===== config.mk =====
export PLATFORM = sky130hd
export DESIGN_NAME = systolic_array
export DESIGN_NICKNAME = d
export VERILOG_FILES = /design/src/logic/tpu_pkg.sv /design/src/logic/systolic_array.sv
export SDC_FILE = /design/constraint.sdc
export NUM_CORES = 2
export LEC_CHECK = 0
export ABC_AREA = 1
export BUFFER_PORTS_ARGS = -buffer_cell sky130_fd_sc_hd__buf_2
export CORE_MARGIN = 2
export CORE_UTILIZATION = 35
export DETAILED_ROUTE_END_ITERATION = 12
export GPL_ROUTABILITY_DRIVEN = 0
export PLACE_DENSITY = 0.47
export SLEW_MARGIN = 10
export SYNTH_ARGS = -nofsm -noshare
export SYNTH_HDL_FRONTEND = slang
export SYNTH_SLANG_ARGS = --single-unit

===== constraint.sdc =====
create_clock -name clk -period 13 [get_ports clk]
set_input_delay 1.95 -clock clk [delete_from_list [all_inputs] [get_ports clk]]
set_output_delay 1.95 -clock clk [all_outputs]
set_load 0.1 [all_outputs]

===== src/logic/tpu_pkg.sv =====
// tpu datapath package: operand and accumulator element types, array defaults

package tpu_pkg;

    // ==================================================
    // element types
    // ==================================================

    // signed 8-bit matrix operand
    typedef logic signed [7:0] operand_t;

    // signed 32-bit accumulator, also the result element
    typedef logic signed [31:0] acc_t;

    // ==================================================
    // defaults for the top level
    // ==================================================

    // array side, one weight tile is DEF_ARRAY_DIM x DEF_ARRAY_DIM
    localparam int DEF_ARRAY_DIM = 4;

    // rows held by each tile memory
    localparam int DEF_MEM_DEPTH = 16;

endpackage


===== src/logic/systolic_array.sv =====
// weight-stationary systolic array of MAC cells with input skew and output deskew
`timescale 1ns/1ps

module systolic_array #(
    parameter int ARRAY_DIM = 4
) (
    input  logic                              clk,
    input  logic                              rst,
    input  logic                              weight_shift,
    input  tpu_pkg::operand_t [ARRAY_DIM-1:0] weight_row,
    input  logic                              act_valid,
    input  tpu_pkg::operand_t [ARRAY_DIM-1:0] act_row,
    output tpu_pkg::acc_t [ARRAY_DIM-1:0]     result_row,
    output logic                              result_valid
);

    tpu_pkg::operand_t a_west  [ARRAY_DIM];
    tpu_pkg::operand_t a_in    [ARRAY_DIM][ARRAY_DIM];
    tpu_pkg::operand_t a_q     [ARRAY_DIM][ARRAY_DIM-1];
    tpu_pkg::operand_t w_in    [ARRAY_DIM][ARRAY_DIM];
    tpu_pkg::operand_t w_q     [ARRAY_DIM][ARRAY_DIM];
    tpu_pkg::acc_t     p_in    [ARRAY_DIM][ARRAY_DIM];
    tpu_pkg::acc_t     p_q     [ARRAY_DIM][ARRAY_DIM];
    tpu_pkg::acc_t     col_out [ARRAY_DIM];
    logic [2*ARRAY_DIM-1:0] vld_q;

    // ==================================================
    // input skew, row r late by r cycles
    // ==================================================

    for (genvar r = 0; r < ARRAY_DIM; r++) begin : g_skew
        if (r == 0) begin : g_direct
            assign a_west[r] = act_row[r];
        end else begin : g_delay
            tpu_pkg::operand_t line_q [r];
            always_ff @(posedge clk) begin
                line_q[0] <= act_row[r];
                for (int s = 1; s < r; s++) begin
                    line_q[s] <= line_q[s-1];
                end
            end
            assign a_west[r] = line_q[r-1];
        end
    end

    // ==================================================
    // MAC grid
    // ==================================================

    for (genvar r = 0; r < ARRAY_DIM; r++) begin : g_row
        for (genvar c = 0; c < ARRAY_DIM; c++) begin : g_col
            // activations east
            if (c == 0) begin : g_west
                assign a_in[r][c] = a_west[r];
            end else begin : g_east
                assign a_in[r][c] = a_q[r][c-1];
            end
            // weights shift down, partial sums go south
            if (r == 0) begin : g_top
                assign w_in[r][c] = weight_row[c];
                assign p_in[r][c] = '0;
            end else begin : g_below
                assign w_in[r][c] = w_q[r-1][c];
                assign p_in[r][c] = p_q[r-1][c];
            end
            always_ff @(posedge clk) begin
                if (weight_shift) begin
                    w_q[r][c] <= w_in[r][c];
                end
                p_q[r][c] <= p_in[r][c] + a_in[r][c] * w_q[r][c];
            end
            // last column passes nothing on
            if (c < ARRAY_DIM - 1) begin : g_pass
                always_ff @(posedge clk) begin
                    a_q[r][c] <= a_in[r][c];
                end
            end
        end
    end

    // ==================================================
    // output deskew, column c late by ARRAY_DIM-1-c
    // ==================================================

    for (genvar c = 0; c < ARRAY_DIM; c++) begin : g_deskew
        if (c == ARRAY_DIM - 1) begin : g_direct
            assign col_out[c] = p_q[ARRAY_DIM-1][c];
        end else begin : g_delay
            tpu_pkg::acc_t line_q [ARRAY_DIM-1-c];
            always_ff @(posedge clk) begin
                line_q[0] <= p_q[ARRAY_DIM-1][c];
                for (int s = 1; s < ARRAY_DIM - 1 - c; s++) begin
                    line_q[s] <= line_q[s-1];
                end
            end
            assign col_out[c] = line_q[ARRAY_DIM-2-c];
        end
    end

    // all columns line up here, 2*ARRAY_DIM after act_valid
    always_ff @(posedge clk) begin
        for (int c = 0; c < ARRAY_DIM; c++) begin
            result_row[c] <= col_out[c];
        end
    end

    // valid pipe
    always_ff @(posedge clk) begin
        if (rst) begin
            vld_q <= '0;
        end else begin
            vld_q <= {vld_q[2*ARRAY_DIM-2:0], act_valid};
        end
    end

    assign result_valid = vld_q[2*ARRAY_DIM-1];

endmodule


==> flow_metrics.tcl <==
set metrics [dict create \
    first_pass_iters 8 \
    finalCriticalPeriod_ns 5.919 \
    cp_slowest_cell "dfxtp_1" \
    synth-main-ff-cell "dfxtp_1" \
    fillers 27540 \
    outcome "complete, no violations" \
    port_buffers 196 \
    path_max_fanout 13 \
    cts_resized 0 \
    cpMostUsedCell "fa_1" \
    synth.area.top_cells "fa_1 34%, dfxtp_1 19%, ha_1 11%" \
    drive_above_1_share 0.06183 \
    fin_crit_sh 0.4553 \
    dp_cells 14120 \
    drv_cap 0 \
    grt_pass1_wl_um 363200 \
    startpoint_type "flip-flop" \
    final_cell_mix "2525 x inv_1, 2392 x nand2_1, 1628 x fa_1" \
    multiInputGateArea_sq_mm 0.06294 \
    fin_setup_tns_ns 0 \
    htreeDepth 4 \
    grt_pass1_vias 69410 \
    place_area_sq_mm 0.1004 \
    drc 0 \
    post_layout_nonfiller_instances 14370 \
    final_nets 13220 \
    ant_nets 0 \
    place_hpwl_um 184200 \
    tightest_slew_ns 1.216 \
    initial_core_util 0.3508 \
    path_class "flip-flop to flip-flop" \
    clock_latency_ns 0.82 \
    crit_arrival_ns 6.60 \
    path_cells "nand2_1 > fa_1 > fa_1 > inv_1 > fa_1 > fa_1 > ha_1 > ha_1 > a21oi_1 > o21ai_0 > a21oi_1 > nand3_1 > nand2_1 > nand2_1" \
    cts-root-buf "clkbuf_16" \
    reg2reg_from "a_q[3][23]" \
    finalHoldViolCount 0 \
    synth_edf_count 128 \
    postCtsHoldBufs 0 \
    synth_top_cell_area_share 0.3404 \
    finClkSkew_ns 0.05231 \
    seq_area_frac_synth 0.2325 \
    mappedNetlistNets 13110 \
    cp.required_ns 13.68 \
    endpoint_kind "flip-flop" \
    drv_slew 0 \
    synthesis.area_per_instance_sq_um 9.064 \
    clock_path_buffers 4 \
    grt_setup_unrepaired "false" \
    grt_use_met2 0.2688 \
    hold_start "p_q[1][203]" \
    rows 192 \
    wl_per_cell_um 15.07 \
    fin_area_sq_mm 0.1050 \
    path_clk_slew_ns 0.06 \
    critPathTopFamily "adder cells" \
    utilization 0.3848 \
    route.vias.total 64260 \
    totalWireLength_um 216500 \
    reg2reg_slack_ns 7.08 \
    antenna_found_initial 8 \
    synth_warnings 0 \
    post_cts_buffers 0 \
    grt_max_degree 72 \
    slew_headroom 0.1881 \
    syn_area_sq_mm 0.09574 \
    synth.distinct_cells 46 \
    synth-seq-cells 1048 \
    core_sq_mm 0.2729 \
    clock_sinks 1048 \
    grt_util_all_layers 0.1606 \
    met1_usage 0.2202 \
    cp-startpoint "a_q[3][23]" \
    mostFrequentLayoutCell "inv_1" \
    cts_tree "yes" \
    grt_use_met3 0.01661 \
    grt-busiest-layer "met2" \
    die-area_sq_mm 0.2777 \
    cp_num_buf_inv 1 \
    critPathMaxStageDelay_ns 0.81 \
    timing.fmax_ghz 0.1689 \
    drtIter0Drc 3147 \
    vias_per_cell 4.473 \
    synth_cells 10560 \
    ios 197 \
    overflow 0 \
    cts_buffers 136 \
    hold_path.class "flip-flop to flip-flop" \
    die_w_um 527.0 \
    setup_violations 0 \
    synthArstFlopShare 0 \
    die_y_um 527.0 \
    yosysTopAreaCell "fa_1" \
    syn_to_final_growth_pct 9.693 \
    regArea_sq_mm 0.02226 \
]
logic make-up (layout without fill, tap and decap cells):
logic type,count (synthesis),after routing,share of synthesized area
other,0,8,0
AO/OA/AOI/OAI,536,536,0.03202
AND/OR/NAND/NOR,3418,3418,0.1485
XOR/XNOR,269,269,0.02461
flip-flops,1048,1048,0.2325
adder cells (fa/ha/maj),2484,2484,0.4523
buffers and inverters,2807,3016,0.1101
sequential cells by signal, summed over array words and instances (netlist names):
name / flops
result_row: 128
a_q: 96
w_q: 128
p_q: 448
vld_q: 8
g_deskew.g_delay.line_q: 192
g_skew.g_delay.line_q: 48
through the flow:
step                      hold WS, ns  setup slack, ns
after floorplan                0.3096            7.488
after global placement         0.3107            6.995
after detailed placement       0.3121            6.973
after CTS                      0.3187            6.970
after global routing           0.3258            6.666
final                          0.3185            7.081
worst paths after layout:
check / endpoint / cells past startpoint
min: g_deskew[1].g_delay.line_q[0][11] / 0
max: p_q[1][216] / 14
min reg2reg: g_deskew[1].g_delay.line_q[0][11] / 0
max reg2reg: p_q[1][216] / 14
synthesized netlist by cell type, types with 10 or more instances:
cell and number:
inv_1 2526, nand2_1 2392, fa_1 1628, dfxtp_1 920, ha_1 856, nor2_1 394
nand3_1 289, a21oi_1 267, clkbuf_1 245, xor2_1 200, edfxtp_1 128, o21ai_0 119
nand4_1 86, xnor2_1 69, o21bai_1 62, nor2_2 51, nand2_2 48, nor3_1 39
or2_2 38, inv_2 23, nand3_2 22, a21o_1 20, a21oi_2 19, clkinv_1 13
nand3b_1 13, nor2_4 13, nor3_2 12, and2_1 10
routing by layer:
layer	routed length, um	vias to the layer above
li1	-	31470
met1	102200	31390
met2	100600	1125
met3	8025	280
met4	5662	0
met5	0	-
layout make-up:
cell class,count,share of cell area
timing repair buffer,212,0.01054
antenna,8,0.0001906
clock buffer,174,0.03603
multi-input combinational,6707,0.5993
clock inverter,68,0.007601
inverter,2562,0.09157
sequential,1048,0.2120
tap,3589,0.04276
Power is left out: the tool's default activity adds up to more than one toggle a clock period on the data nets, which glitch-free logic cannot reach.
