==> src/logic/tpu_pkg.sv <==
// tpu datapath package: operand and accumulator element types, array defaults

package tpu_pkg;

    // ==================================================
    // element types
    // ==================================================

    // signed 8-bit matrix operand
    typedef logic signed [7:0] operand_t;

    // signed 32-bit accumulator, also the result element
    typedef logic signed [31:0] acc_t;

    // ==================================================
    // defaults for the top level
    // ==================================================

    // array side, one weight tile is DEF_ARRAY_DIM x DEF_ARRAY_DIM
    localparam int DEF_ARRAY_DIM = 4;

    // rows held by each tile memory
    localparam int DEF_MEM_DEPTH = 16;

endpackage

==> src/logic/tpu_regs_pkg.sv <==
// tpu register package: APB address spaces, command codes and status bits

package tpu_regs_pkg;

    // address space, held in paddr[11:10]
    localparam logic [1:0] SPACE_CTRL   = 2'd0;
    localparam logic [1:0] SPACE_INPUT  = 2'd1;
    localparam logic [1:0] SPACE_WEIGHT = 2'd2;
    localparam logic [1:0] SPACE_OUTPUT = 2'd3;

    // word offsets inside the control space, paddr[9:2]
    localparam logic [7:0] REG_CMD    = 8'd0;
    localparam logic [7:0] REG_STATUS = 8'd1;

    // command codes, cmd word bits 3:0
    localparam logic [3:0] CMD_CLEAR        = 4'hf;
    localparam logic [3:0] CMD_LOAD_WEIGHTS = 4'h1;
    localparam logic [3:0] CMD_MULTIPLY     = 4'h3;

    // status register bit positions
    localparam int ST_BUSY          = 0;
    localparam int ST_WEIGHTS_READY = 1;
    localparam int ST_MULT_DONE     = 2;
    localparam int ST_CMD_ERROR     = 3;

endpackage

==> src/logic/apb_tpu_regs.sv <==
// APB slave for the tpu: space decode, command register, status and result readback
`timescale 1ns/1ps

module apb_tpu_regs #(
    parameter int ARRAY_DIM = 4,
    parameter int MEM_DEPTH = 16,
    localparam int AW = $clog2(MEM_DEPTH)
) (
    input  logic                              clk,
    input  logic                              rst,
    input  logic                              psel,
    input  logic                              penable,
    input  logic                              pwrite,
    input  logic [11:0]                       paddr,
    input  logic [31:0]                       pwdata,
    input  logic                              busy,
    input  logic                              weights_ready,
    input  logic                              mult_done,
    input  tpu_pkg::acc_t [ARRAY_DIM-1:0]     out_rdata,
    output logic [31:0]                       prdata,
    output logic                              pready,
    output logic                              pslverr,
    output logic                              in_wr_en,
    output logic                              wt_wr_en,
    output logic [AW-1:0]                     mem_wr_addr,
    output tpu_pkg::operand_t [ARRAY_DIM-1:0] mem_wr_data,
    output logic [AW-1:0]                     out_rd_addr,
    output logic                              cmd_start,
    output logic [3:0]                        cmd_code,
    output logic [AW-1:0]                     base_a,
    output logic [AW-1:0]                     base_out,
    output logic [AW-1:0]                     row_last
);

    localparam int CW = $clog2(ARRAY_DIM);

    logic [1:0]    space;
    logic          setup;
    logic          access;
    logic          op_space;
    logic          cmd_wr;
    logic          code_ok;
    logic          cmd_bad;
    logic          cmd_error;
    logic [CW-1:0] col_q;
    logic [31:0]   status;

    // ==================================================
    // decode
    // ==================================================

    assign space    = paddr[11:10];
    assign setup    = psel & ~penable;
    assign access   = psel & penable;
    assign op_space = (space == tpu_regs_pkg::SPACE_INPUT) |
                      (space == tpu_regs_pkg::SPACE_WEIGHT);
    assign cmd_wr   = access & pwrite & (space == tpu_regs_pkg::SPACE_CTRL) &
                      (paddr[9:2] == tpu_regs_pkg::REG_CMD);

    // operand writes stall while the sequencer reads the memories
    assign pready = access & ~(pwrite & op_space & busy);

    assign in_wr_en    = access & pwrite & ~busy & (space == tpu_regs_pkg::SPACE_INPUT);
    assign wt_wr_en    = access & pwrite & ~busy & (space == tpu_regs_pkg::SPACE_WEIGHT);
    assign mem_wr_addr = paddr[2 +: AW];
    // element 0 sits in the low byte
    assign mem_wr_data = pwdata[ARRAY_DIM*8-1:0];

    // output row from the address, column picked after the read
    assign out_rd_addr = paddr[2+CW +: AW];

    // ==================================================
    // command checks
    // ==================================================

    always_comb begin
        case (pwdata[3:0])
            tpu_regs_pkg::CMD_CLEAR,
            tpu_regs_pkg::CMD_LOAD_WEIGHTS,
            tpu_regs_pkg::CMD_MULTIPLY: code_ok = 1'b1;
            default: code_ok = 1'b0;
        endcase
    end

    // cmd_start counts as busy, busy rises a cycle later
    assign cmd_bad = busy | cmd_start | ~code_ok;
    assign pslverr = cmd_wr & cmd_bad;

    always_ff @(posedge clk) begin
        if (rst) begin
            cmd_start <= 1'b0;
            cmd_error <= 1'b0;
        end else begin
            cmd_start <= cmd_wr & ~cmd_bad;
            if (cmd_wr && cmd_bad) begin
                cmd_error <= 1'b1;
            end else if (cmd_wr && pwdata[3:0] == tpu_regs_pkg::CMD_CLEAR) begin
                cmd_error <= 1'b0;
            end
        end
    end

    // command fields, taken only from accepted commands
    always_ff @(posedge clk) begin
        if (cmd_wr && !cmd_bad) begin
            cmd_code <= pwdata[3:0];
            base_a   <= pwdata[4 +: AW];
            base_out <= pwdata[8 +: AW];
            row_last <= pwdata[12 +: AW];
        end
        // column index held from the setup cycle
        if (setup) begin
            col_q <= paddr[2 +: CW];
        end
    end

    // ==================================================
    // readback
    // ==================================================

    always_comb begin
        status = '0;
        status[tpu_regs_pkg::ST_BUSY]          = busy;
        status[tpu_regs_pkg::ST_WEIGHTS_READY] = weights_ready;
        status[tpu_regs_pkg::ST_MULT_DONE]     = mult_done;
        status[tpu_regs_pkg::ST_CMD_ERROR]     = cmd_error;
    end

    // operand spaces read back as zero
    always_comb begin
        prdata = '0;
        if (space == tpu_regs_pkg::SPACE_CTRL && paddr[9:2] == tpu_regs_pkg::REG_STATUS) begin
            prdata = status;
        end else if (space == tpu_regs_pkg::SPACE_OUTPUT) begin
            prdata = out_rdata[col_q];
        end
    end

endmodule

==> config.mk <==
export PLATFORM = sky130hd
export DESIGN_NAME = apb_tpu_regs
export DESIGN_NICKNAME = d
export VERILOG_FILES = /design/src/logic/tpu_pkg.sv /design/src/logic/tpu_regs_pkg.sv /design/src/logic/apb_tpu_regs.sv
export SDC_FILE = /design/constraint.sdc
export NUM_CORES = 1
export LEC_CHECK = 0
export ABC_AREA = 1
export ABC_CLOCK_PERIOD_IN_PS = 4650
export BUFFER_PORTS_ARGS = -buffer_cell sky130_fd_sc_hd__buf_2
export CAP_MARGIN = 20
export CELL_PAD_IN_SITES_DETAIL_PLACEMENT = 1
export CELL_PAD_IN_SITES_GLOBAL_PLACEMENT = 1
export CORE_ASPECT_RATIO = 0.6
export CORE_MARGIN = 5
export CORE_UTILIZATION = 22
export CTS_BUF_LIST = sky130_fd_sc_hd__clkbuf_8
export DETAILED_ROUTE_END_ITERATION = 8
export PLACE_DENSITY_LB_ADDON = 0.1
export SLEW_MARGIN = 20
export SYNTH_ARGS = -nofsm -noshare
export SYNTH_HDL_FRONTEND = slang
export SYNTH_SLANG_ARGS = --single-unit
==> constraint.sdc <==
create_clock -name clk -period 4.65 [get_ports clk]
set_input_delay 0.6975 -clock clk [delete_from_list [all_inputs] [get_ports clk]]
set_output_delay 0.6975 -clock clk [all_outputs]
set_load 0.005 [all_outputs]
==> summary.txt <==
Run status
  • Status: completed

Cells and area
  • Flip-flop and latch area: 581 um2
  • Net count, final: 743
  • Fraction of layout instances using a drive strength above 1: 0.452
  • Fill cell instance count of the final layout: 1444
  • Post-synthesis to final-layout area growth: 42.5%
  • Combined area of the multi-input logic cells: 0.00124 mm2
  • Diode count: 0
  • Final non-filler cell total: 697

Global route
  • Top Usage Layer GRT: met2
  • Fraction of met1 tracks used by global routing: 0.185
  • Met3 Usage GRT: 0.0624
  • Initial antenna violation count: 0
  • Combined global-route utilization of all metal layers: 0.150
  • Met2 Use GR: 0.260
  • Vias in the first global route: 3130
  • Pin count of the biggest net entering global routing: 65
  • Sum of overflow across all layers after global routing: 0
  • Global-route wire length before repair: 15600 um

STA
  • Final clock period utilization by the worst path: 0.578
  • Setup repair after global routing missed its margin: no
  • Sum of negative setup slack: 0 ns
  • Transition time at the pin with the least slew margin: 0.923 ns
  • Final max-slew violation count: 0
  • Fmax: 372 MHz
  • Crit path time final: 2.69 ns
  • Setup-violating endpoint count in the final report: 0
  • Final Skew: 0.00312 ns
  • Worst relative slew slack: 0.385
  • Number of hold violations in the final report: 0

CTS
  • Clock tree buffer depth: 2
  • Clock transition at the registers of the reported paths: 0.07 ns
  • Number of buffers inserted during clock tree synthesis: 3
  • Clock tree root buffer cell: sky130_fd_sc_hd__clkbuf_8
  • Number of H-tree branching levels: 1
  • Number of resized instances in the post-cts repair step: 0
  • Clock latency on the worst-skew pair: 0.26 ns
  • Num Clock Sinks: 20
  • Post-CTS Setup Inserts: 0
  • Post-cts hold buffer count: 0
  • Clock tree from TritonCTS: built

Synthesis
  • Post-synthesis sequential area ratio: 0.249
  • Share of flip-flops with an asynchronous set or reset: 0
  • Area fraction of the dominant cell type after synthesis: 0.232
  • Main combinational cell family by area after synthesis: simple AND/OR/NAND/NOR gates
  • Number of enable flip-flop cells after synthesis: 18
  • Synth Area in Adders: 0.0215
  • Synth Register Bits: 20
  • Library cell with the highest instance count after synthesis: sky130_fd_sc_hd__nor2_1
  • Xor/xnor share of the synthesized area: 0
  • Simple logic cell fraction of the synthesized area: 0.297
  • Warnings, synthesis: 0
  • Share of cell area taken by muxes after synthesis: 0
  • Commonest cells in the synthesized netlist: sky130_fd_sc_hd__nor2_1 (135), sky130_fd_sc_hd__o21ai_0 (49), sky130_fd_sc_hd__buf_4 (44)
  • Netlist cell types: 24
  • Mean instance size in the synthesized netlist: 6.23 um2
  • Dominant synthesized flop cell: sky130_fd_sc_hd__edfxtp_1
  • Largest area contributor in the synthesized netlist: sky130_fd_sc_hd__edfxtp_1
  • Top area cells in the synthesized netlist: sky130_fd_sc_hd__edfxtp_1 (23%), sky130_fd_sc_hd__nor2_1 (22%), sky130_fd_sc_hd__buf_4 (14%)
  • Post-synthesis compound-gate area fraction: 0.214
  • Cell count after synthesis: 374
  • Post-synth design cell area: 0.00233 mm2
  • Number of nets produced by synthesis: 558

Place
  • Total placed cells including tap cells: 693
  • Routability Congestion: 0.813
  • Number of port buffers: 238
  • Detailed-placement wirelength estimate: 8790 um

Pwr
  • Static leakage: 1.75 nW
  • Power density cells: 161 mW/mm2
  • VDD IR max: 0.0802 mV

Floorplanning
  • Die Span X: 143 um
  • Placement row count: 29
  • I/O pin cnt: 273
  • Die height: 89.7 um
  • Area of the placeable core: 0.0105 mm2
  • Starting Density: 0.223
  • Die ar.: 0.0128 mm2

Drt
  • Routed Antenna Nets: 0
  • DRT Pass-1 Iters: 4
  • Vias per inst: 4.38
  • Detailed Route Iter0 Violations: 57
  • Vias after detailed routing: 3050
  • Wirelength, routed: 10700 um
  • Average wire length per cell after detail routing: 15.3 um
  • Detailed-route DRC error count: 0

Critical path
  • Worst setup path start: col_q[0]$_DFFE_PP_
  • Worst endpoint data arrival time: 1.99 ns
  • Cell chain of the critical path: inv_2, o21ai_0, o22ai_1, nand3_1, nand2_1, buf_2
  • Worst setup path category: reg2out
  • Highest net fanout along the worst path: 64
  • Source of the worst register-to-register timing path: cmd_start$_SDFF_PP0_
  • Critical path required time: 3.95 ns
  • Slowest CP cell: sky130_fd_sc_hd__inv_2
  • Nature of the critical path startpoint: flip-flop
  • CP Capture Type: output pin
  • Maximum single-stage delay on the critical path: 0.67 ns

Flow run
  • Number of max-capacitance violations reported: 0

Worst hold path
  • Type of the most critical hold path: reg2reg
  • Launch instance of the worst min-delay path: cmd_error$_SDFFE_PP0P_
==> final timing paths <==
check / endpoint / slack [ns] / cells after the start
setup reg to reg: base_a[3]$_DFFE_PP_ / 3.45 / 4
hold reg to reg: cmd_error$_SDFFE_PP0P_ / 0.48 / 2
setup / recovery: prdata[1] / 1.96 / 6
hold / removal: cmd_error$_SDFFE_PP0P_ / 0.48 / 2
==> per-layer routing <==
metal | part of all wire | routed length (um) | vias up
met2 | 0.47 | 5070 | 133
met4 | 0.0034 | 36 | 0
met5 | 0 | 0 | -
met1 | 0.41 | 4440 | 1360
met3 | 0.11 | 1160 | 7
li1 | - | - | 1550
==> cell usage in the layout, fill, tap and decap left out, drive strengths merged <==
cell type  count
inv           18
a21oi         30
edfxtp        18
nand3         11
nand2         23
buf          241
nor2         137
or2            1
nor3           1
dfxtp          2
nand3b         1
o21ai         64
o22ai          4
ha             4
clkbuf         3
==> power breakdown <==
group	switching (W)	internal (W)	total, W
clock network	0.0000584	0.0000590	0.000117
registers	0.000000704	0.000197	0.000197
logic	0.000117	0.000102	0.000219
==> area by class of cell <==
type                            instances  area share
Clock inverter                          1     0.00113
Sequential cell                        20       0.175
Timing Repair Buffer                  241       0.366
Multi-Input combinational cell        276       0.374
Inverter                               17      0.0192
Tap cell                              139      0.0524
Clock buffer                            3      0.0124
==> flip-flops by register name (all words and copies together), names as in the netlist <==
register and cells:
col_q 2, base_out 4, cmd_code 4, cmd_start 1, cmd_error 1, row_last 4
base_a 4
==> cells by family after synthesis <==
family / after synthesis
adder cells (fa/ha/maj): 4
flip-flops: 20
AO/OA/AOI/OAI: 98
buffers and inverters: 78
AND/OR/NAND/NOR: 174
==> metrics by stage <==
step	utilization	hold WS [ns]	worst slack, ns	total power, W	area, um2
global route	0.318	0.512	1.68	0.000581	3320
global placement	0.313	0.459	2.02	0.000419	3270
CTS	0.318	0.485	1.86	0.000546	3320
finish	0.318	0.481	1.96	0.000534	3320
detailed placement	0.313	0.469	2.00	0.000425	3270
floorplan	-	0.433	2.30	0.000335	2330
==> worst max-delay path, delay by kind of cell, from the launching register on <==
family                 cells  cell delay [ns]
buffers and inverters      2             0.78
flip-flops                 1             0.40
AO/OA/AOI/OAI              2             0.34
AND/OR/NAND/NOR            2             0.16
Note: power is estimated with default switching activity, not from simulation.
