## src/logic/tile_memory.sv

```systemverilog
// row-wide tile memory, one write port and a registered read port
`timescale 1ns/1ps

module tile_memory #(
    parameter type row_t     = logic [31:0],
    parameter int  MEM_DEPTH = 16,
    localparam int AW = $clog2(MEM_DEPTH)
) (
    input  logic          clk,
    input  logic          wr_en,
    input  logic [AW-1:0] wr_addr,
    input  row_t          wr_data,
    input  logic [AW-1:0] rd_addr,
    output row_t          rd_data
);

    // one entry per row
    row_t mem [MEM_DEPTH];

    always_ff @(posedge clk) begin
        if (wr_en) begin
            mem[wr_addr] <= wr_data;
        end
    end

    // data one cycle after the address
    always_ff @(posedge clk) begin
        rd_data <= mem[rd_addr];
    end

endmodule

```

## config.mk

```make
export PLATFORM = sky130hd
export DESIGN_NAME = tile_memory
export DESIGN_NICKNAME = d
export VERILOG_FILES = /design/src/logic/tile_memory.sv
export SDC_FILE = /design/constraint.sdc
export NUM_CORES = 1
export LEC_CHECK = 0
export BUFFER_PORTS_ARGS = -buffer_cell sky130_fd_sc_hd__buf_2
export CAP_MARGIN = 40
export CORE_MARGIN = 2
export CORE_UTILIZATION = 55
export DETAILED_ROUTE_END_ITERATION = 12
export PLACE_DENSITY = 0.7
export SYNTH_ARGS = -nofsm -noshare
export SYNTH_HDL_FRONTEND = slang
export SYNTH_SLANG_ARGS = --single-unit
```

## constraint.sdc

```tcl
create_clock -name clk -period 4.12 [get_ports clk]
set_clock_uncertainty 0.05 [all_clocks]
set_input_delay 0 -clock clk [delete_from_list [all_inputs] [get_ports clk]]
set_output_delay 0 -clock clk [all_outputs]
set_load 0.02 [all_outputs]
```

==> results.ini, run 1 <==
[outcome]
status = complete, no violations

[timing]
rsz0062_at_grt = false
setup_viol = 0
layout_setup_ws_ns = 2.04
slew_violations = 0
fmax_mhz = 481
finalCritPeriodShare_pct = 50.5
worstMarginPinSlew_ns = 0.835
finalHoldViolations = 0
finalSetupTns_ns = 0
fin_crit_ns = 2.08
slew_headroom_pct = 44.2

[clock_tree]
cts_made_buffers = 52
cts_hold_buf = 36
cts.sinks = 544
cts_root_buffer = clkbuf_16
htree_levels = 2
clk_pin_slew_worst_paths_ns = 0.06
ctsResizeCount = 0
postCtsSetupRepairBufs = 0
cts_tree = done
clockBufferDepth = 3
clock_latency_ns = 0.56

[floorplan]
core.rowCount = 69
die_x_um = 194
initial_core_util_pct = 55.8
core_sq_mm = 0.0356
dieArea_sq_mm = 0.0376
die_h_um = 194
io_pins = 74

[worst_setup_path]
cp.required_ns = 4.27
critPathLaunchType = input port
crit_arrival_ns = 2.23
worst_setup_path_end_kind = register
rrSetupSlack_ns = 2.69
worstRegToRegCells = 3
path_max_fanout = 18
path_class = in2reg

[route]
vias_per_cell = 6.11
via_count = 9134
drtAntennaViolNets = 0
drc = 0
routed_wl_um = 39600
drt-initial-drc-count = 787
routedWlPerCell_um = 26.5
dr.pass1.iters = 5

[synthesis]
syn_inst = 838
syn_area_sq_mm = 0.0199
synth_warnings = 0
syn_area_per_cell_sq_um = 23.7
yosys_register_bits = 544
synthDistinctLibCells = 18
yosysSeqAreaShare_pct = 80.7
synth.net_count = 880

[placed_design]
io_buffers = 73
post-dp-hpwl_um = 22100
gp_congestion = 0.720
dp_slack_ns = 1.93

[power]
p_leak_nw = 7.53
p_per_area_mw_per_mm2 = 494
vdd_drop_max_mv = 0.340

[global_routing]
grt_first_pass_wirelength_um = 59700
grt_max_degree = 64
grtUsageTotal_pct = 21.5
grt_antenna_before_repair = 2
grt_pass1_vias = 9421
overflow = 0

[run]
maxCapViolCount = 0

[layout]
syn2layout_area_growth_pct = 16.8
nNetsFinal = 1033
drive_above_1_share_pct = 31.9

[hold_path]
hold_depth = 3
hp-class = in2reg

==> flip-flops by register name, summed over array words and instances, names as in the netlist <==
signal and cells:
mem 512, rd_data 32
==> critical path, cell delays in order <==
cell	delay, ns
dlygate4sd3_1	0.52
buf_2	0.22
nand2_1	0.29
nor2_4	0.63
buf_4	0.51
==> synth_stat cells <==
master	count	area share (%)
and2_1	1	0.032
or3b_2	1	0.044
nor2_1	13	0.25
nand2_1	33	0.62
nor2b_1	2	0.063
buf_4	11	0.42
clkbuf_1	17	0.32
nor3_1	4	0.10
buf_6	2	0.11
nand3b_1	2	0.076
buf_1	9	0.17
nand3_1	1	0.025
dfxtp_1	32	3.2
mux4_2	128	15
nand2b_1	2	0.063
a22oi_1	64	2.4
edfxtp_1	512	77
buf_2	4	0.10
==> power by group <==
part | switching (mW) | internal (mW) | total, mW
Sequential | 0.0363 | 6.19 | 6.22
Combinational | 0.355 | 0.252 | 0.607
Clock | 1.90 | 2.73 | 4.63
==> kinds of logic (layout without fill, tap and decap cells) <==
family / count (synthesis) / after routing / share of synthesized area (%)
AOI/OAI and AO/OA: 64 / 64 / 2.42
buffers and inverters: 43 / 238 / 1.12
DFF: 544 / 544 / 80.7
muxes: 128 / 128 / 14.5
other: 0 / 2 / 0
and+or+nand+nor: 59 / 59 / 1.27
==> path summary, 6_finish.rpt <==
| kind | startpoint | end |
|---|---|---|
| max | wr_addr[0] | mem[11][8] |
| min | wr_addr[1] | mem[8][12] |
| max reg2reg | mem[8][0] | rd_data[0] |
| min reg2reg | mem[14][18] | rd_data[18] |
==> metal layers <==
metal  GRT usage (%)  share of wire (%)  wire, um  vias up
met5               0                  0         0        -
met4            5.33                1.8       731        0
met2            34.5                 49     19600      296
met1            31.5                 43     17200     4888
met3            3.34                5.4      2140       65
li1                -                  -         -     3885
==> final cells by class <==
| cell class | count | area [sq um] |
|---|---|---|
| tap | 461 | 577 |
| antenna | 2 | 5.00 |
| fill | 2307 | 12400 |
| clock buffer | 74 | 1480 |
| sequential | 544 | 16000 |
| multi-input combinational | 251 | 3750 |
| timing repair buffer | 142 | 1160 |
| clock inverter | 22 | 204 |
==> placed cells by master (no fill, tap or decap), types with 13 or more instances in the layout <==
cell,netlist,routed
edfxtp_1,512,512
mux4_2,128,128
buf_2,4,71
a22oi_1,64,64
clkbuf_16,0,53
dlygate4sd3_1,0,36
nand2_1,33,33
dfxtp_1,32,32
buf_4,11,22
clkbuf_1,17,14
nor2_4,0,13
==> metrics by stage <==
stage                     total power [mW]  instances  util, %  hold slack, ns  area (sq um)
after CTS                             11.5       1494     65.2          0.0815         23200
after floorplan                       6.68        838        -          0.0489         19900
after global routing                  11.8       1496     65.2           0.110         23200
final                                 11.5       1496     65.2           0.108         23200
after global placement                6.90       1352     58.8           0.327         20900
after detailed placement              6.93       1362     59.5           0.335         21100
Note: power is estimated with default switching activity, not from simulation.
==> inputs of run 2 (changes only) <==
--- a/config.mk
+++ b/config.mk
@@ -10,7 +10,7 @@
 export CORE_MARGIN = 2
 export CORE_UTILIZATION = 55
 export DETAILED_ROUTE_END_ITERATION = 12
-export PLACE_DENSITY = 0.7
+export PLACE_DENSITY = 0.73
 export SYNTH_ARGS = -nofsm -noshare
 export SYNTH_HDL_FRONTEND = slang
 export SYNTH_SLANG_ARGS = --single-unit
==> constraint.sdc (replaced) <==
create_clock -name clk -period 1.71 [get_ports clk]
set_clock_uncertainty 0.05 [all_clocks]
set_input_delay 0 -clock clk [delete_from_list [all_inputs] [get_ports clk]]
set_output_delay 0 -clock clk [all_outputs]
set_load 0.02 [all_outputs]
==> run 2 against run 1 <==
Compared with the run above:
- register-to-register slack got worse by 2.4 ns
- non-clock buffer count increased by 33
- sequential cell count unchanged
- wire length increased by 5.9%
- setup slack got worse by 1.9 ns
- worst hold slack got worse by 0.052 ns
- critical path type unchanged
==> results.ini, run 2 (synthesized netlist as in run 1, its figures left out) <==
[clock_tree]
clockBufferDepth = 3  ; unchanged
clk_pin_slew_worst_paths_ns = 0.06  ; about the same
htree_levels = 2  ; unchanged
cts_tree = done  ; unchanged
clock_latency_ns = 0.58  ; was 0.56 ns
cts_made_buffers = 52  ; unchanged
cts.sinks = 544  ; unchanged
cts_root_buffer = clkbuf_16  ; unchanged

[power]
vdd_drop_max_mv = 0.921  ; was 0.340 mV
p_per_area_mw_per_mm2 = 1160  ; was 494 mW/mm^2
p_leak_nw = 7.75  ; was 7.53 nW

[layout]
top_register = mem  ; unchanged
nNetsFinal = 1066  ; was 1033
reg.largest.list = mem (512), rd_data (32)  ; unchanged
syn2layout_area_growth_pct = 19.3  ; was 16.8%
layout_common_cells = 512 x edfxtp_1, 128 x mux4_2, 71 x buf_2, 63 x a22oi_1, 53 x clkbuf_16  ; was 512 x edfxtp_1, 128 x mux4_2, 71 x buf_2, 64 x a22oi_1, 53 x clkbuf_16
drive_above_1_share_pct = 33.9  ; was 31.9%
finalNonFillerCells = 1531  ; was 1496
mostFrequentLayoutCell = edfxtp_1  ; unchanged
largest_register_ffs = 512  ; unchanged

[worst_setup_path]
crit_family = buffers and inverters  ; unchanged
crit_path_cell_trace = dlygate4sd3_1, clkbuf_8, buf_12, buf_12, mux4_2, a22oi_1, nand2_1  ; was dlygate4sd3_1, buf_2, nand2_1, nor2_4, buf_4
worst_setup_path_end_kind = register  ; unchanged
max_stage_delay_ns = 0.55  ; was 0.63 ns
critPathLaunchType = input port  ; unchanged
slowest_stage = dlygate4sd3_1  ; was nor2_4
cp.required_ns = 2.10  ; was 4.27 ns
cp_num_buf_inv = 4  ; was 3
cpMostUsedCell = buf_12
path_class = in2reg  ; unchanged
crit_arrival_ns = 1.97  ; was 2.23 ns
path_max_fanout = 10  ; was 18

[floorplan]
die_h_um = 194  ; unchanged
core_sq_mm = 0.0356  ; unchanged
core.rowCount = 69  ; unchanged
die_x_um = 194  ; unchanged
io_pins = 74  ; unchanged
dieArea_sq_mm = 0.0376  ; unchanged
initial_core_util_pct = 55.8  ; unchanged

[placed_design]
post-dp-hpwl_um = 23400  ; was 22100 um
gp_congestion = 0.737  ; was 0.720
io_buffers = 73  ; unchanged
dp_slack_ns = 0.128  ; was 1.93 ns
dpl.cell_count = 1396  ; was 1362

[global_routing]
met3_usage_pct = 3.30  ; was 3.34%
use_met1_pct = 32.3  ; was 31.5%
overflow = 0  ; unchanged
grtUsageTotal_pct = 22.5  ; was 21.5%
grt_pass1_vias = 9674  ; was 9421
grt_first_pass_wirelength_um = 61800  ; was 59700 um
grtUsageMet2_pct = 36.4  ; was 34.5%
grt_antenna_before_repair = 4  ; was 2
grt_max_degree = 52  ; was 64
top_usage_layer = met2  ; unchanged

[timing]
finalCritPeriodShare_pct = 92.2
setup_viol = 0  ; unchanged
slew_headroom_pct = 55.2  ; was 44.2%
fin_crit_ns = 1.58
slew_violations = 0  ; unchanged
rsz0062_at_grt = false  ; unchanged
fmax_mhz = 634
worstMarginPinSlew_ns = 0.672  ; was 0.835 ns
finalHoldViolations = 0  ; unchanged
layout_setup_ws_ns = 0.133  ; was 2.04 ns

[route]
dr.pass1.iters = 4  ; was 5
vias_per_cell = 6.16  ; was 6.11
routed_wl_um = 41900  ; was 39600 um
drt-initial-drc-count = 929  ; was 787
routedWlPerCell_um = 27.4  ; was 26.5 um
drc = 0  ; unchanged
via_count = 9430  ; was 9134
drtAntennaViolNets = 0  ; unchanged

[outcome]
status = complete, no violations  ; unchanged

[hold_path]
hp-class = in2reg  ; unchanged

[run]
maxCapViolCount = 0  ; unchanged

==> run 2: worst register-to-register path, stage by stage (launching register included) <==
cell and delay (ns):
edfxtp_1 0.36, mux4_2 0.48, a22oi_1 0.33, nand2_1 0.09
==> run 2: area by class of cell <==
type	count	area (sq um)
clock buffer	77	1480
clock inverter	19	164
multi-input combinational	251	3780
fill	2196	11900
tap	461	577
antenna	4	10.0
timing repair buffer	175	1670
sequential	544	16000
==> run 2: where the power goes <==
group | total [mW] | leakage, nW | switching (mW) | internal, mW
sequential | 15.0 | 4.89 | 0.0948 | 14.9
combinational | 1.57 | 2.06 | 0.883 | 0.691
clock | 11.0 | 0.802 | 4.62 | 6.40
==> run 2: path summary, 6_finish.rpt <==
check                                 start     endpoint  slack, ns  cells after the start
worst max-delay path             rd_addr[0]   rd_data[3]       0.13                      7
worst min-delay path             wr_addr[0]   mem[0][29]       0.06                      3
worst max register to register    mem[3][7]   rd_data[7]       0.28                      3
worst min register to register  mem[14][25]  rd_data[25]       0.62                      3
==> run 2: per-stage QoR <==
stage               utilization, %  hold WS, ns  TNS [ns]  power [mW]  instance area (sq um)
finish                        66.6       0.0565         0        27.6                  23700
global route                  66.6       0.0757         0        28.3                  23700
CTS                           66.6       0.0408         0        27.8                  23700
detailed placement            61.0        0.334         0        16.8                  21700
global placement              61.0        0.323         0        16.8                  21700
floorplan                        -       0.0489   -120.64        16.1                  19900
==> run 2: per-layer routing <==
| metal | up-vias | share of wire [%] |
|---|---|---|
| met5 | - | 0 |
| met4 | 0 | 2.5 |
| met2 | 373 | 49 |
| met1 | 5027 | 42 |
| met3 | 75 | 6.5 |
| li1 | 3955 | - |
==> run 2: repair_timing <==
action,CTS,global route
hold buffers,35,0
endpoints found under the setup margin,0,1
buffers inserted,0,0
hold endpoints to repair,521,0
gates resized for setup,0,1
==> inputs of run 3 (changes only) <==
--- a/config.mk
+++ b/config.mk
@@ -10,6 +10,7 @@
 export CORE_MARGIN = 2
 export CORE_UTILIZATION = 55
 export DETAILED_ROUTE_END_ITERATION = 12
+export MAX_ROUTING_LAYER = met4
 export PLACE_DENSITY = 0.73
 export SYNTH_ARGS = -nofsm -noshare
 export SYNTH_HDL_FRONTEND = slang
==> run 3 against run 2 <==
Compared with the run above:
- count of clock-buffer cells in the layout stayed put
- wire length is 0.50% lower
- clock power is essentially flat
- combinational power about the same
- final cell count is the same
- global-route usage up 0.71 points
- critical path type unchanged
==> results.ini, run 3 (synthesized netlist as in run 1, its figures left out) <==
[timing]
worst_hold_slack_ns = 0.0568  ; was 0.0565 ns
worstMarginPinSlew_ns = 0.673  ; was 0.672 ns
finalCritPeriodShare_pct = 92.5  ; was 92.2%
rsz0062_at_grt = false  ; unchanged
fmax_mhz = 633  ; was 634 MHz
slew_headroom_pct = 55.1  ; was 55.2%
fin_crit_ns = 1.58  ; about the same
setup_viol = 0  ; unchanged
finalHoldViolations = 0  ; unchanged
slew_violations = 0  ; unchanged

[route]
drc = 0  ; unchanged
via_count = 9416  ; was 9430
drtAntennaViolNets = 0  ; unchanged
vias_per_cell = 6.15  ; was 6.16
routed_wl_um = 41700  ; was 41900 um
routedWlPerCell_um = 27.2  ; was 27.4 um
dr.pass1.iters = 6  ; was 4
drt-initial-drc-count = 906  ; was 929

[power]
p_leak_nw = 7.75  ; unchanged
vdd_drop_max_mv = 0.915  ; was 0.921 mV
finalPower_mw = 27.6  ; about the same
p_per_area_mw_per_mm2 = 1160  ; about the same

[floorplan]
core.rowCount = 69  ; unchanged
initial_core_util_pct = 55.8  ; unchanged
io_pins = 74  ; unchanged
die_x_um = 194  ; unchanged
die_h_um = 194  ; unchanged
dieArea_sq_mm = 0.0376  ; unchanged
core_sq_mm = 0.0356  ; unchanged

[clock_tree]
postCtsSetupRepairBufs = 0  ; unchanged
cts_tree = done  ; unchanged
clk_pin_slew_worst_paths_ns = 0.06  ; about the same
cts.sinks = 544  ; unchanged
cts_root_buffer = clkbuf_16  ; unchanged
cts_made_buffers = 52  ; unchanged
clock_latency_ns = 0.57  ; was 0.58 ns
htree_levels = 2  ; unchanged
clockBufferDepth = 3  ; unchanged

[layout]
top_register = mem  ; unchanged
reg.largest.list = mem (512), rd_data (32)  ; unchanged
syn2layout_area_growth_pct = 19.3  ; unchanged
layout_common_cells = 512 x edfxtp_1, 128 x mux4_2, 71 x buf_2, 63 x a22oi_1, 53 x clkbuf_16  ; unchanged
largest_register_ffs = 512  ; unchanged
drive_above_1_share_pct = 33.9  ; unchanged
nNetsFinal = 1066  ; unchanged
mostFrequentLayoutCell = edfxtp_1  ; unchanged

[worst_setup_path]
crit_path_cell_trace = dlygate4sd3_1, clkbuf_8, buf_12, buf_12, mux4_2, a22oi_1, nand2_1  ; unchanged
path_class = in2reg  ; unchanged
crit_family = buffers and inverters  ; unchanged
slowest_stage = dlygate4sd3_1  ; unchanged
cp_num_buf_inv = 4  ; unchanged
path_max_fanout = 10  ; unchanged
worst_setup_path_end_kind = register  ; unchanged
critPathLaunchType = input port  ; unchanged
cp.required_ns = 2.10  ; about the same
max_stage_delay_ns = 0.55  ; about the same
cpMostUsedCell = buf_12  ; unchanged
crit_arrival_ns = 1.97  ; about the same

[global_routing]
grtUsageTotal_pct = 23.2  ; was 22.5%
grt_antenna_before_repair = 4  ; unchanged
grt_first_pass_wirelength_um = 61800  ; about the same
grt_max_degree = 52  ; unchanged
grt_pass1_vias = 9667  ; was 9674
overflow = 0  ; unchanged

[outcome]
status = complete, no violations  ; unchanged

[placed_design]
io_buffers = 73  ; unchanged
gp_congestion = 0.747  ; was 0.737
post-dp-hpwl_um = 23400  ; unchanged

[hold_path]
hp-class = in2reg  ; unchanged

[run]
maxCapViolCount = 0  ; unchanged

run 3: path summary, 6_finish.rpt:
path	slack [ns]	to	cells past startpoint	from
hold / removal	0.06	mem[0][29]	3	wr_addr[0]
setup / recovery	0.13	rd_data[3]	7	rd_addr[0]
hold reg to reg	0.62	rd_data[25]	3	mem[14][25]
setup reg to reg	0.28	rd_data[7]	3	mem[3][7]
run 3: metal layers:
layer,GRT usage (%),vias up,share of wire [%]
li1,-,3957,-
met1,32.3,5036,42
met2,36.4,350,49
met3,3.25,73,6.3
met4,7.35,0,2.5
met5,-,-,0
run 3: worst reg2reg max path, delay by kind of cell (launching register included):
| family | cells | cell delay (ns) |
|---|---|---|
| mux | 1 | 0.48 |
| flops | 1 | 0.37 |
| compound gates | 1 | 0.33 |
| simple gates | 1 | 0.09 |
run 3: repair_timing:
action,in CTS,in global routing
hold endpoints to repair,521,0
gates resized for setup,0,1
endpoints found under the setup margin,0,1
hold buffers,35,0
run 3: layout make-up:
type	count	area [sq um]
tap	461	577
antenna	4	10.0
timing repair buffer	175	1670
fill	2196	11900
clock buffer	77	1480
sequential	544	16000
multi-input combinational	251	3780
clock inverter	19	164
run 3: stage by stage:
stage | setup slack (ns) | std cells | setup TNS [ns] | area (sq um) | util, %
finish | 0.129 | 1531 | 0 | 23700 | 66.6
global route | 0.0566 | 1531 | 0 | 23700 | 66.6
CTS | 0.107 | 1527 | 0 | 23700 | 66.6
detailed placement | 0.128 | 1396 | 0 | 21700 | 61.0
global placement | 0.128 | 1396 | 0 | 21700 | 61.0
floorplan | -0.368 | 838 | -120.64 | 19900 | -
run 3: power by group:
part           total (mW)  switching, mW  internal [mW]
combinational        1.57          0.880          0.691
clock                11.0           4.61           6.40
sequential           15.0         0.0948           14.9
